`src/he_pkg.sv`:
```
// --------------------------------------------------
// Histogram equalization shared definitions
// Sizes, FSM encoding and the control bundle
// --------------------------------------------------
`default_nettype none

package he_pkg;

	// --------------------------------------------------
	// Sizes
	// --------------------------------------------------
	localparam int WINDOW_SIZE = 8;
	localparam int PIXEL_W = 8;
	localparam int RANK_W = 8;
	localparam int RANK_MAX = 255;
	// Wide enough to also hold WINDOW_SIZE itself
	localparam int IDX_W = 4;

	typedef logic [PIXEL_W-1:0] pixel_t;
	typedef logic [RANK_W-1:0] rank_t;
	typedef logic [IDX_W-1:0] idx_t;

	// One rank per window pixel, lane 0 in the low byte
	typedef rank_t [WINDOW_SIZE-1:0] rank_vec_t;

	// --------------------------------------------------
	// Sequence FSM
	// --------------------------------------------------
	typedef enum logic [1:0] {
		IDLE = 2'b00,
		LOAD = 2'b01,
		RANK = 2'b11,
		EMIT = 2'b10
	} he_state_t;

	// Control bundle from sequencer to datapath and mapper
	typedef struct packed {
		logic load;
		logic rank_en;
		logic rank_clr;
		logic emit;
		idx_t sel;
	} he_ctrl_t;

endpackage

`default_nettype wire

```
`src/he_control.sv`:
```
// --------------------------------------------------
// Histogram equalization sequencer
// Steps through load, rank and emit phases of a frame
// and drives the control bundle
// --------------------------------------------------
`default_nettype none

module he_control (
	input  logic             clk,
	input  logic             rst_n,
	input  logic             in_valid,
	output he_pkg::he_ctrl_t ctrl
);
	import he_pkg::*;

	he_state_t state;
	he_state_t state_nxt;
	// Loaded pixels in LOAD, emitted pixels in EMIT
	idx_t      cnt;
	idx_t      cnt_nxt;

	// --------------------------------------------------
	// State and position registers
	// --------------------------------------------------
	always_ff @(posedge clk or negedge rst_n) begin : state_seq
		if (!rst_n) begin
			state <= IDLE;
			cnt <= '0;
		end else begin
			state <= state_nxt;
			cnt <= cnt_nxt;
		end
	end

	// --------------------------------------------------
	// Next state
	// --------------------------------------------------
	always_comb begin : next_state_comb
		state_nxt = state;
		cnt_nxt = cnt;
		case (state)
			IDLE: begin
				// First window pixel is taken in this cycle
				if (in_valid) begin
					state_nxt = LOAD;
					cnt_nxt = idx_t'(1);
				end
			end
			LOAD: begin
				if (cnt == idx_t'(WINDOW_SIZE - 1)) begin
					state_nxt = RANK;
					cnt_nxt = '0;
				end else begin
					cnt_nxt = cnt + idx_t'(1);
				end
			end
			RANK: begin
				// Stream ends on the first low cycle
				if (!in_valid) begin
					state_nxt = EMIT;
				end
			end
			EMIT: begin
				if (cnt == idx_t'(WINDOW_SIZE - 1)) begin
					state_nxt = IDLE;
					cnt_nxt = '0;
				end else begin
					cnt_nxt = cnt + idx_t'(1);
				end
			end
			default: begin
				state_nxt = IDLE;
				cnt_nxt = '0;
			end
		endcase
	end

	// --------------------------------------------------
	// Control outputs
	// --------------------------------------------------
	always_comb begin : ctrl_comb
		ctrl = '0;
		case (state)
			IDLE: begin
				// Ranks held at zero while waiting for a frame
				ctrl.rank_clr = 1'b1;
				ctrl.load = in_valid;
			end
			LOAD: begin
				ctrl.load = 1'b1;
			end
			RANK: begin
				ctrl.rank_en = in_valid;
			end
			EMIT: begin
				ctrl.emit = 1'b1;
				ctrl.sel = cnt;
			end
			default: begin
				ctrl = '0;
			end
		endcase
	end

endmodule

`default_nettype wire

```
`src/window_rank.sv`:
```
// --------------------------------------------------
// Window store and rank counters
// Holds the eight window pixels and counts stream
// pixels at or below each of them
// --------------------------------------------------
`default_nettype none

module window_rank (
	input  logic              clk,
	input  logic              rst_n,
	input  he_pkg::pixel_t    in_image,
	input  he_pkg::he_ctrl_t  ctrl,
	output he_pkg::rank_vec_t ranks
);
	import he_pkg::*;

	pixel_t win [WINDOW_SIZE];

	// --------------------------------------------------
	// Window shift register
	// --------------------------------------------------
	// New pixel enters at the top and walks down, so the
	// first loaded pixel ends up in position 0
	always_ff @(posedge clk) begin : window_shift
		if (ctrl.load) begin
			for (int i = 0; i < WINDOW_SIZE - 1; i++) begin
				win[i] <= win[i + 1];
			end
			win[WINDOW_SIZE-1] <= in_image;
		end
	end

	// --------------------------------------------------
	// Rank lanes
	// --------------------------------------------------
	genvar k;
	generate
		for (k = 0; k < WINDOW_SIZE; k++) begin : g_lane
			rank_t rank_q;
			logic  le_hit;
			logic  saturated;

			// Equal values count too
			assign le_hit = (in_image <= win[k]);
			assign saturated = (rank_q == rank_t'(RANK_MAX));

			always_ff @(posedge clk or negedge rst_n) begin : rank_seq
				if (!rst_n) begin
					rank_q <= '0;
				end else if (ctrl.rank_clr) begin
					rank_q <= '0;
				end else if (ctrl.rank_en && le_hit && !saturated) begin
					rank_q <= rank_q + rank_t'(1);
				end
			end

			assign ranks[k] = rank_q;
		end
	endgenerate

endmodule

`default_nettype wire

```
`src/out_mapper.sv`:
```
// --------------------------------------------------
// Output mapper
// Picks one rank, maps it to rank minus one and
// registers the result
// --------------------------------------------------
`default_nettype none

module out_mapper (
	input  logic              clk,
	input  logic              rst_n,
	input  he_pkg::he_ctrl_t  ctrl,
	input  he_pkg::rank_vec_t ranks,
	output logic              out_valid,
	output he_pkg::pixel_t    out_image
);
	import he_pkg::*;

	rank_t  sel_rank;
	pixel_t mapped;

	// Rank mux by window index
	always_comb begin : rank_select
		sel_rank = '0;
		for (int i = 0; i < WINDOW_SIZE; i++) begin
			if (ctrl.sel == idx_t'(i)) begin
				sel_rank = ranks[i];
			end
		end
	end

	// Zero rank stays zero
	assign mapped = (sel_rank == '0) ? '0 : pixel_t'(sel_rank - rank_t'(1));

	always_ff @(posedge clk or negedge rst_n) begin : out_seq
		if (!rst_n) begin
			out_valid <= 1'b0;
			out_image <= '0;
		end else begin
			out_valid <= ctrl.emit;
			out_image <= ctrl.emit ? mapped : '0;
		end
	end

endmodule

`default_nettype wire

```
`src/he_top.sv`:
```
// --------------------------------------------------
// Histogram equalization engine top level
// Sequencer, window/rank datapath and output mapper
// --------------------------------------------------
`default_nettype none

module he_top (
	input  logic           clk,
	input  logic           rst_n,
	input  logic           in_valid,
	input  he_pkg::pixel_t in_image,
	output logic           out_valid,
	output he_pkg::pixel_t out_image
);
	import he_pkg::*;

	he_ctrl_t  ctrl;
	rank_vec_t ranks;

	// --------------------------------------------------
	// Sequence control
	// --------------------------------------------------
	he_control u_control (
		.clk      (clk),
		.rst_n    (rst_n),
		.in_valid (in_valid),
		.ctrl     (ctrl)
	);

	// --------------------------------------------------
	// Window and rank datapath
	// --------------------------------------------------
	window_rank u_window_rank (
		.clk      (clk),
		.rst_n    (rst_n),
		.in_image (in_image),
		.ctrl     (ctrl),
		.ranks    (ranks)
	);

	// Output stage, one register after the emit cycle
	out_mapper u_out_mapper (
		.clk       (clk),
		.rst_n     (rst_n),
		.ctrl      (ctrl),
		.ranks     (ranks),
		.out_valid (out_valid),
		.out_image (out_image)
	);

endmodule

`default_nettype wire

```
`config.mk`:
```
export PLATFORM = sky130hd
export DESIGN_NAME = he_top
export DESIGN_NICKNAME = d
export VERILOG_FILES = /design/src/he_pkg.sv /design/src/he_control.sv /design/src/window_rank.sv /design/src/out_mapper.sv /design/src/he_top.sv
export SDC_FILE = /design/constraint.sdc
export NUM_CORES = 1
export LEC_CHECK = 0
export ABC_AREA = 1
export BUFFER_PORTS_ARGS = -buffer_cell sky130_fd_sc_hd__buf_2
export CORE_MARGIN = 1
export CORE_UTILIZATION = 33
export CTS_BUF_LIST = sky130_fd_sc_hd__clkbuf_4
export DETAILED_ROUTE_END_ITERATION = 10
export HOLD_SLACK_MARGIN = 0.03
export SLEW_MARGIN = 20
export SYNTH_ARGS = -nofsm -noshare
export SYNTH_HDL_FRONTEND = slang
export SYNTH_SLANG_ARGS = --single-unit
```
`constraint.sdc`:
```
create_clock -name clk -period 3.4 [get_ports clk]
set_input_delay 0.17 -clock clk [delete_from_list [all_inputs] [get_ports clk]]
set_output_delay 0.17 -clock clk [all_outputs]
set_load 0.01 [all_outputs]
```
**Yosys cells after proc, flatten, opt, wreduce, memory -nomap -nowiden**

Memory sizes are Yosys's and may differ from the RTL's.
Cells that the tools add are included.
Widths: inputs -> output; s select.

- Multiplexer cells: 40
- Add/sub/neg operators: 10
- Reductions and logical operators: 39
- $lt $le $gt $ge: 8
- Equal/unequal tests: 23

Operators with widths:

| cell | count |
|---|---|
| $mux 8 | 26 |
| $add 8x1->8 const B | 8 |
| $eq 8x8->1 const B | 8 |
| $le 8x8->1 | 8 |
| $eq 4x3->1 const B | 5 |
| $reduce_bool 2->1 | 9 |
| $logic_and 1x1->1 | 16 |
| $eq 4x2->1 const B | 2 |
| $logic_not 1->1 | 8 |
| $logic_not 8->1 | 1 |
| $mux 2 | 4 |
| $mux 4 | 2 |
| $pmux 2 s4 | 1 |
| $pmux 4 s2 | 1 |
| $sub 8x1->8 const B | 1 |
| $mux 5 | 1 |
| $add 4x1->4 const B | 1 |
| $eq 2x2->1 const B | 2 |
| $eq 4x1->1 const B | 1 |
| $logic_not 4->1 | 1 |
| $mux 1 | 4 |
| $ne 2x1->1 const B | 2 |
| $ne 2x2->1 const B | 2 |
| $reduce_and 4->1 | 1 |
| other kinds (5) | 5 |

- Bits in writable memories: 64
- Memories kept: 1
- Logic and storage cells: 133
- Register bits after elaboration: 79

Memories:

| name | words | bits a word | rd ports | clocked after memory_dff | write ports | RTL line | text |
|---|---|---|---|---|---|---|---|
| u_window_rank.win | 8 | 8 | 8 | 0 | 8 | window_rank.sv:17 | `pixel_t win [WINDOW_SIZE];` |

**Depth between registers and ports, before layout**

- Depth in word-level cells: 14
- Depth in mapped cells: 16
- Gate-level depth less buffers: 16

**Modules after synthesis**

Synthesis repeated with hierarchy kept, for this count alone.

- Cell total of the unflattened synthesis: 1202
- Area, all modules: 9475.3 um^2

Modules (own cells, without submodules):

| module | cells each | seq. area each (um^2) | times used | area each (um^2) |
|---|---|---|---|---|
| window_rank | 938 | 3523.4 | 1 | 7818.7 |
| out_mapper | 189 | 225.2 | 1 | 1149.9 |
| he_control | 75 | 150.1 | 1 | 506.7 |

**Least setup slack after synthesis**

OpenSTA, ideal clock, no wires.

- Path type: reg2reg
- Start point: register u_control.state[0]
- End point: memory u_window_rank.win[0][0] (netlist bit), enable pin
- Required time: 2.977 ns
- Arrival time: 2.261 ns
- Path buffers: 1
- Stages on the path, launching flop included: 6
- Path slack: 0.716 ns
- Period minus slack after synthesis: 2.684 ns
- Cells stage by stage: dfrtp_1 -> inv_1 -> ha_1 -> clkbuf_1 -> nand2_1 -> nand2_1

RTL lines:

| what | RTL line | text |
|---|---|---|
| start: declaration | he_control.sv:16 | `he_state_t state;` |
| start signal: assignment | he_control.sv:30 | `state <= state_nxt;` |
| end: declaration | window_rank.sv:17 |  |

==> results.toml <==
[status]
status = "completed"

[synth]
async_flop_share = 0.552
syn_nets = 1062
syn_avg_cell_area_um2 = 8.63
postSynthCellCount = 972
yosys_warnings = 0
synth_cell_types = 38
synth.area.top_cells = "dfrtp_1 24%, edfxtp_1 23%, ha_1 12%"
yosysSeqAreaShare = 0.465
yosysTopAreaCellShare = 0.236
synth_edf_count = 64
ys.flop_type = "dfrtp_1"
syn_area_mm2 = 0.00839
yosys.area.top_type = "dfrtp_1"
synth-seq-cells = 143

[sta]
period_needed_ps = 2630
relSlewSlack = 0.506
timing.final.crit_share = 0.775
setup-violations-final = 0
hold_violations = 0
setup_slack_ps = 766
fmax_ghz = 0.380
skew_ps = 17.6
rsz0062_at_grt = "false"
maxSlewViolCount = 0
fin_setup_tns_ps = 0
worstMarginPinSlew_ps = 742

[grt]
use_met3 = 0.0262
grt_pass1_wl_um = 30500
grtUsageTotal = 0.147
antenna_found_initial = 1
busiest_layer = "met2"
grt.met2_usage = 0.242
grt_remaining_overflow = 0
use_met1 = 0.193
grt_pass1_vias = 6358
grt_max_degree = 80

[layout]
nets = 1097
fillers = 2480
multi_input_comb_area_mm2 = 0.00383
area_delta_synth_final_pct = 10.2
final_cell_mix = "155 x inv_1, 155 x nand2_1, 107 x nand3_1"
drive_gt1_frac = 0.0667
regArea_mm2 = 0.00390
finish.utilization = 0.376

[drt]
drtPass1Iterations = 5
drt_iter0_drc = 404
drtAntennaViolNets = 0
wl_per_cell_um = 13.4
vias = 6587
vias_per_cell = 4.90
routed_wl_um = 18000
drc_errors = 0

[pwr]
p_per_area_mw_per_mm2 = 682
switching_share = 0.413
p_int_uw = 3700
power.leakage_uw = 0.00420
pwr-share-comb = 0.384
peakVddDrop_uv = 298
clkPwrFrac = 0.166
seq_power_share = 0.450
power_uw = 6310
switchingPower_uw = 2600

[cts]
clock-root-buffer = "clkbuf_4"
cts_buffers = 17
htree_levels = 4
cts_sinks = 143
clkTransAtPathRegs_ps = 130
cts_tree = "built"
ctsResizeCount = 0
ctsLongestPathBuffers = 2
clk_latency_ps = 560

[critical_path]
max_stage_delay_ps = 420
cp_common_cell = "nor2_1"
cp.required_ps = 3890
crit_chain = "inv_1, ha_1, nand2_1, nor2_1, inv_2, nor2_4, inv_1, nor2_1, nor3_2, ha_1, nand4_1, nor2_1, a21oi_2, inv_2, nor2_1"
timing.rr.start = "u_control.state[0]$_DFFE_PN0P_"
path_buf_inv = 4
ff2ff_setup_slack_ps = 770
critPathTopFamily = "simple AND/OR/NAND/NOR gates"
r2r_end = "u_out_mapper.out_image[5]$_DFF_PN0_"
cp_max_fo = 10
crit_type = "flip-flop to flip-flop"
worst_ep_arrival_time_ps = 3120
start_kind = "flip-flop"
endpoint_kind = "flip-flop"
crit_path_top_delay_cell = "dfrtp_1"
worst_r2r_path_depth = 15

[placed_design]
hpwl_um = 13300
port_buffers = 19
place_ws_ps = 681
gp_congestion = 0.851

[die]
die_y_um = 161
die-area_mm2 = 0.0261
coreArea_mm2 = 0.0246
rows = 57
fp.dieW_um = 161
start_util = 0.341
ioPinCount = 20

[run]
drv_cap = 0

[worst_hold_path]
hp-class = "input port to async pin"
-- power groups by stage --
| stage | clock (uW) | sequential (uW) | combinational, uW |
|---|---|---|---|
| after floorplan | 0 | 2810 | 1780 |
| final | 1050 | 2840 | 2420 |
| after global routing | 1160 | 2910 | 2830 |
| after global placement | 0 | 2860 | 2390 |
| after detailed placement | 0 | 2880 | 2450 |
| after CTS | 1090 | 2840 | 2480 |
-- cell families after synthesis --
logic type	count (synthesis)	synth area share
flip-flops	143	0.465
adder cells (fa/ha/maj)	79	0.118
buffers and inverters	174	0.0792
XOR/XNOR	29	0.0303
AO/OA/AOI/OAI	132	0.0869
AND/OR/NAND/NOR	415	0.221
-- worst reg2reg max path, cell delays in order (launching register included) --
cell and delay (ps):
dfrtp_1 420, inv_1 100, ha_1 300, nand2_1 80
nor2_1 290, inv_2 90, nor2_4 230, inv_1 100
nor2_1 130, nor3_2 90, ha_1 220, nand4_1 80
nor2_1 60, a21oi_2 160, inv_2 80, nor2_1 140
-- sequential cells by signal (all words and copies together), names as in the netlist --
name,count
u_control.cnt,4
u_control.state,2
u_out_mapper.out_image,8
u_out_mapper.out_valid,1
u_window_rank.g_lane.rank_q,64
u_window_rank.win,64
-- synth_stat cells (4+ instances only) --
cell type    n
clkbuf_1     9
o31ai_1      8
nor2_2       4
dfrtp_1     79
nor4_1       8
nand2_1    156
xor2_1      22
nor3_1      27
a21oi_1     42
ha_1        79
inv_1      155
xnor2_1      7
o22ai_1      4
nor2_1      79
nand3_1    107
o21ai_0     61
nand4_1     27
edfxtp_1    64
-- per-stage QoR --
step                      hold WS [ps]  instances  instance area, um^2
after floorplan                   -126        972                 8390
after global placement             366       1302                 8870
after detailed placement           375       1302                 8870
after CTS                          288       1344                 9240
after global routing               280       1345                 9250
final                              223       1345                 9250
-- worst max path at each step --
stage | end | cells after the start | slack, ps | start
final | u_out_mapper.out_image[5]$_DFF_PN0_ | 15 | 770 | u_control.state[0]$_DFFE_PN0P_
after global routing | u_out_mapper.out_image[1]$_DFF_PN0_ | 14 | 480 | u_control.state[0]$_DFFE_PN0P_
after CTS | u_out_mapper.out_image[5]$_DFF_PN0_ | 12 | 650 | u_control.cnt[2]$_DFFE_PN0P_
after detailed placement | u_out_mapper.out_image[5]$_DFF_PN0_ | 12 | 680 | u_control.cnt[2]$_DFFE_PN0P_
after global placement | u_out_mapper.out_image[5]$_DFF_PN0_ | 12 | 780 | u_control.cnt[2]$_DFFE_PN0P_
after floorplan | u_window_rank.win[0][0]$_DFFE_PP_ | 5 | 720 | u_control.state[0]$_DFFE_PN0P_
-- layer usage --
layer	vias to the layer above	routed length [um]
li1	3351	-
met1	3120	8530
met2	97	8530
met3	19	627
met4	0	320
met5	-	0
-- repair_timing --
action	4_1_cts	5_1_grt
hold buffers	10	0
setup buffers	0	0
setup endpoints to repair	0	0
hold endpoints to repair	88	0
-- area by class of cell --
class                   count  area share
flip-flops and latches    143       0.421
multi-input cells         655       0.414
inverters                 158      0.0641
well taps                 324      0.0438
repair buffers             32      0.0269
clock buffers              18      0.0146
clock inverters            14      0.0145
diodes                      1    0.000271
Note: power is estimated with default switching activity, not from simulation.
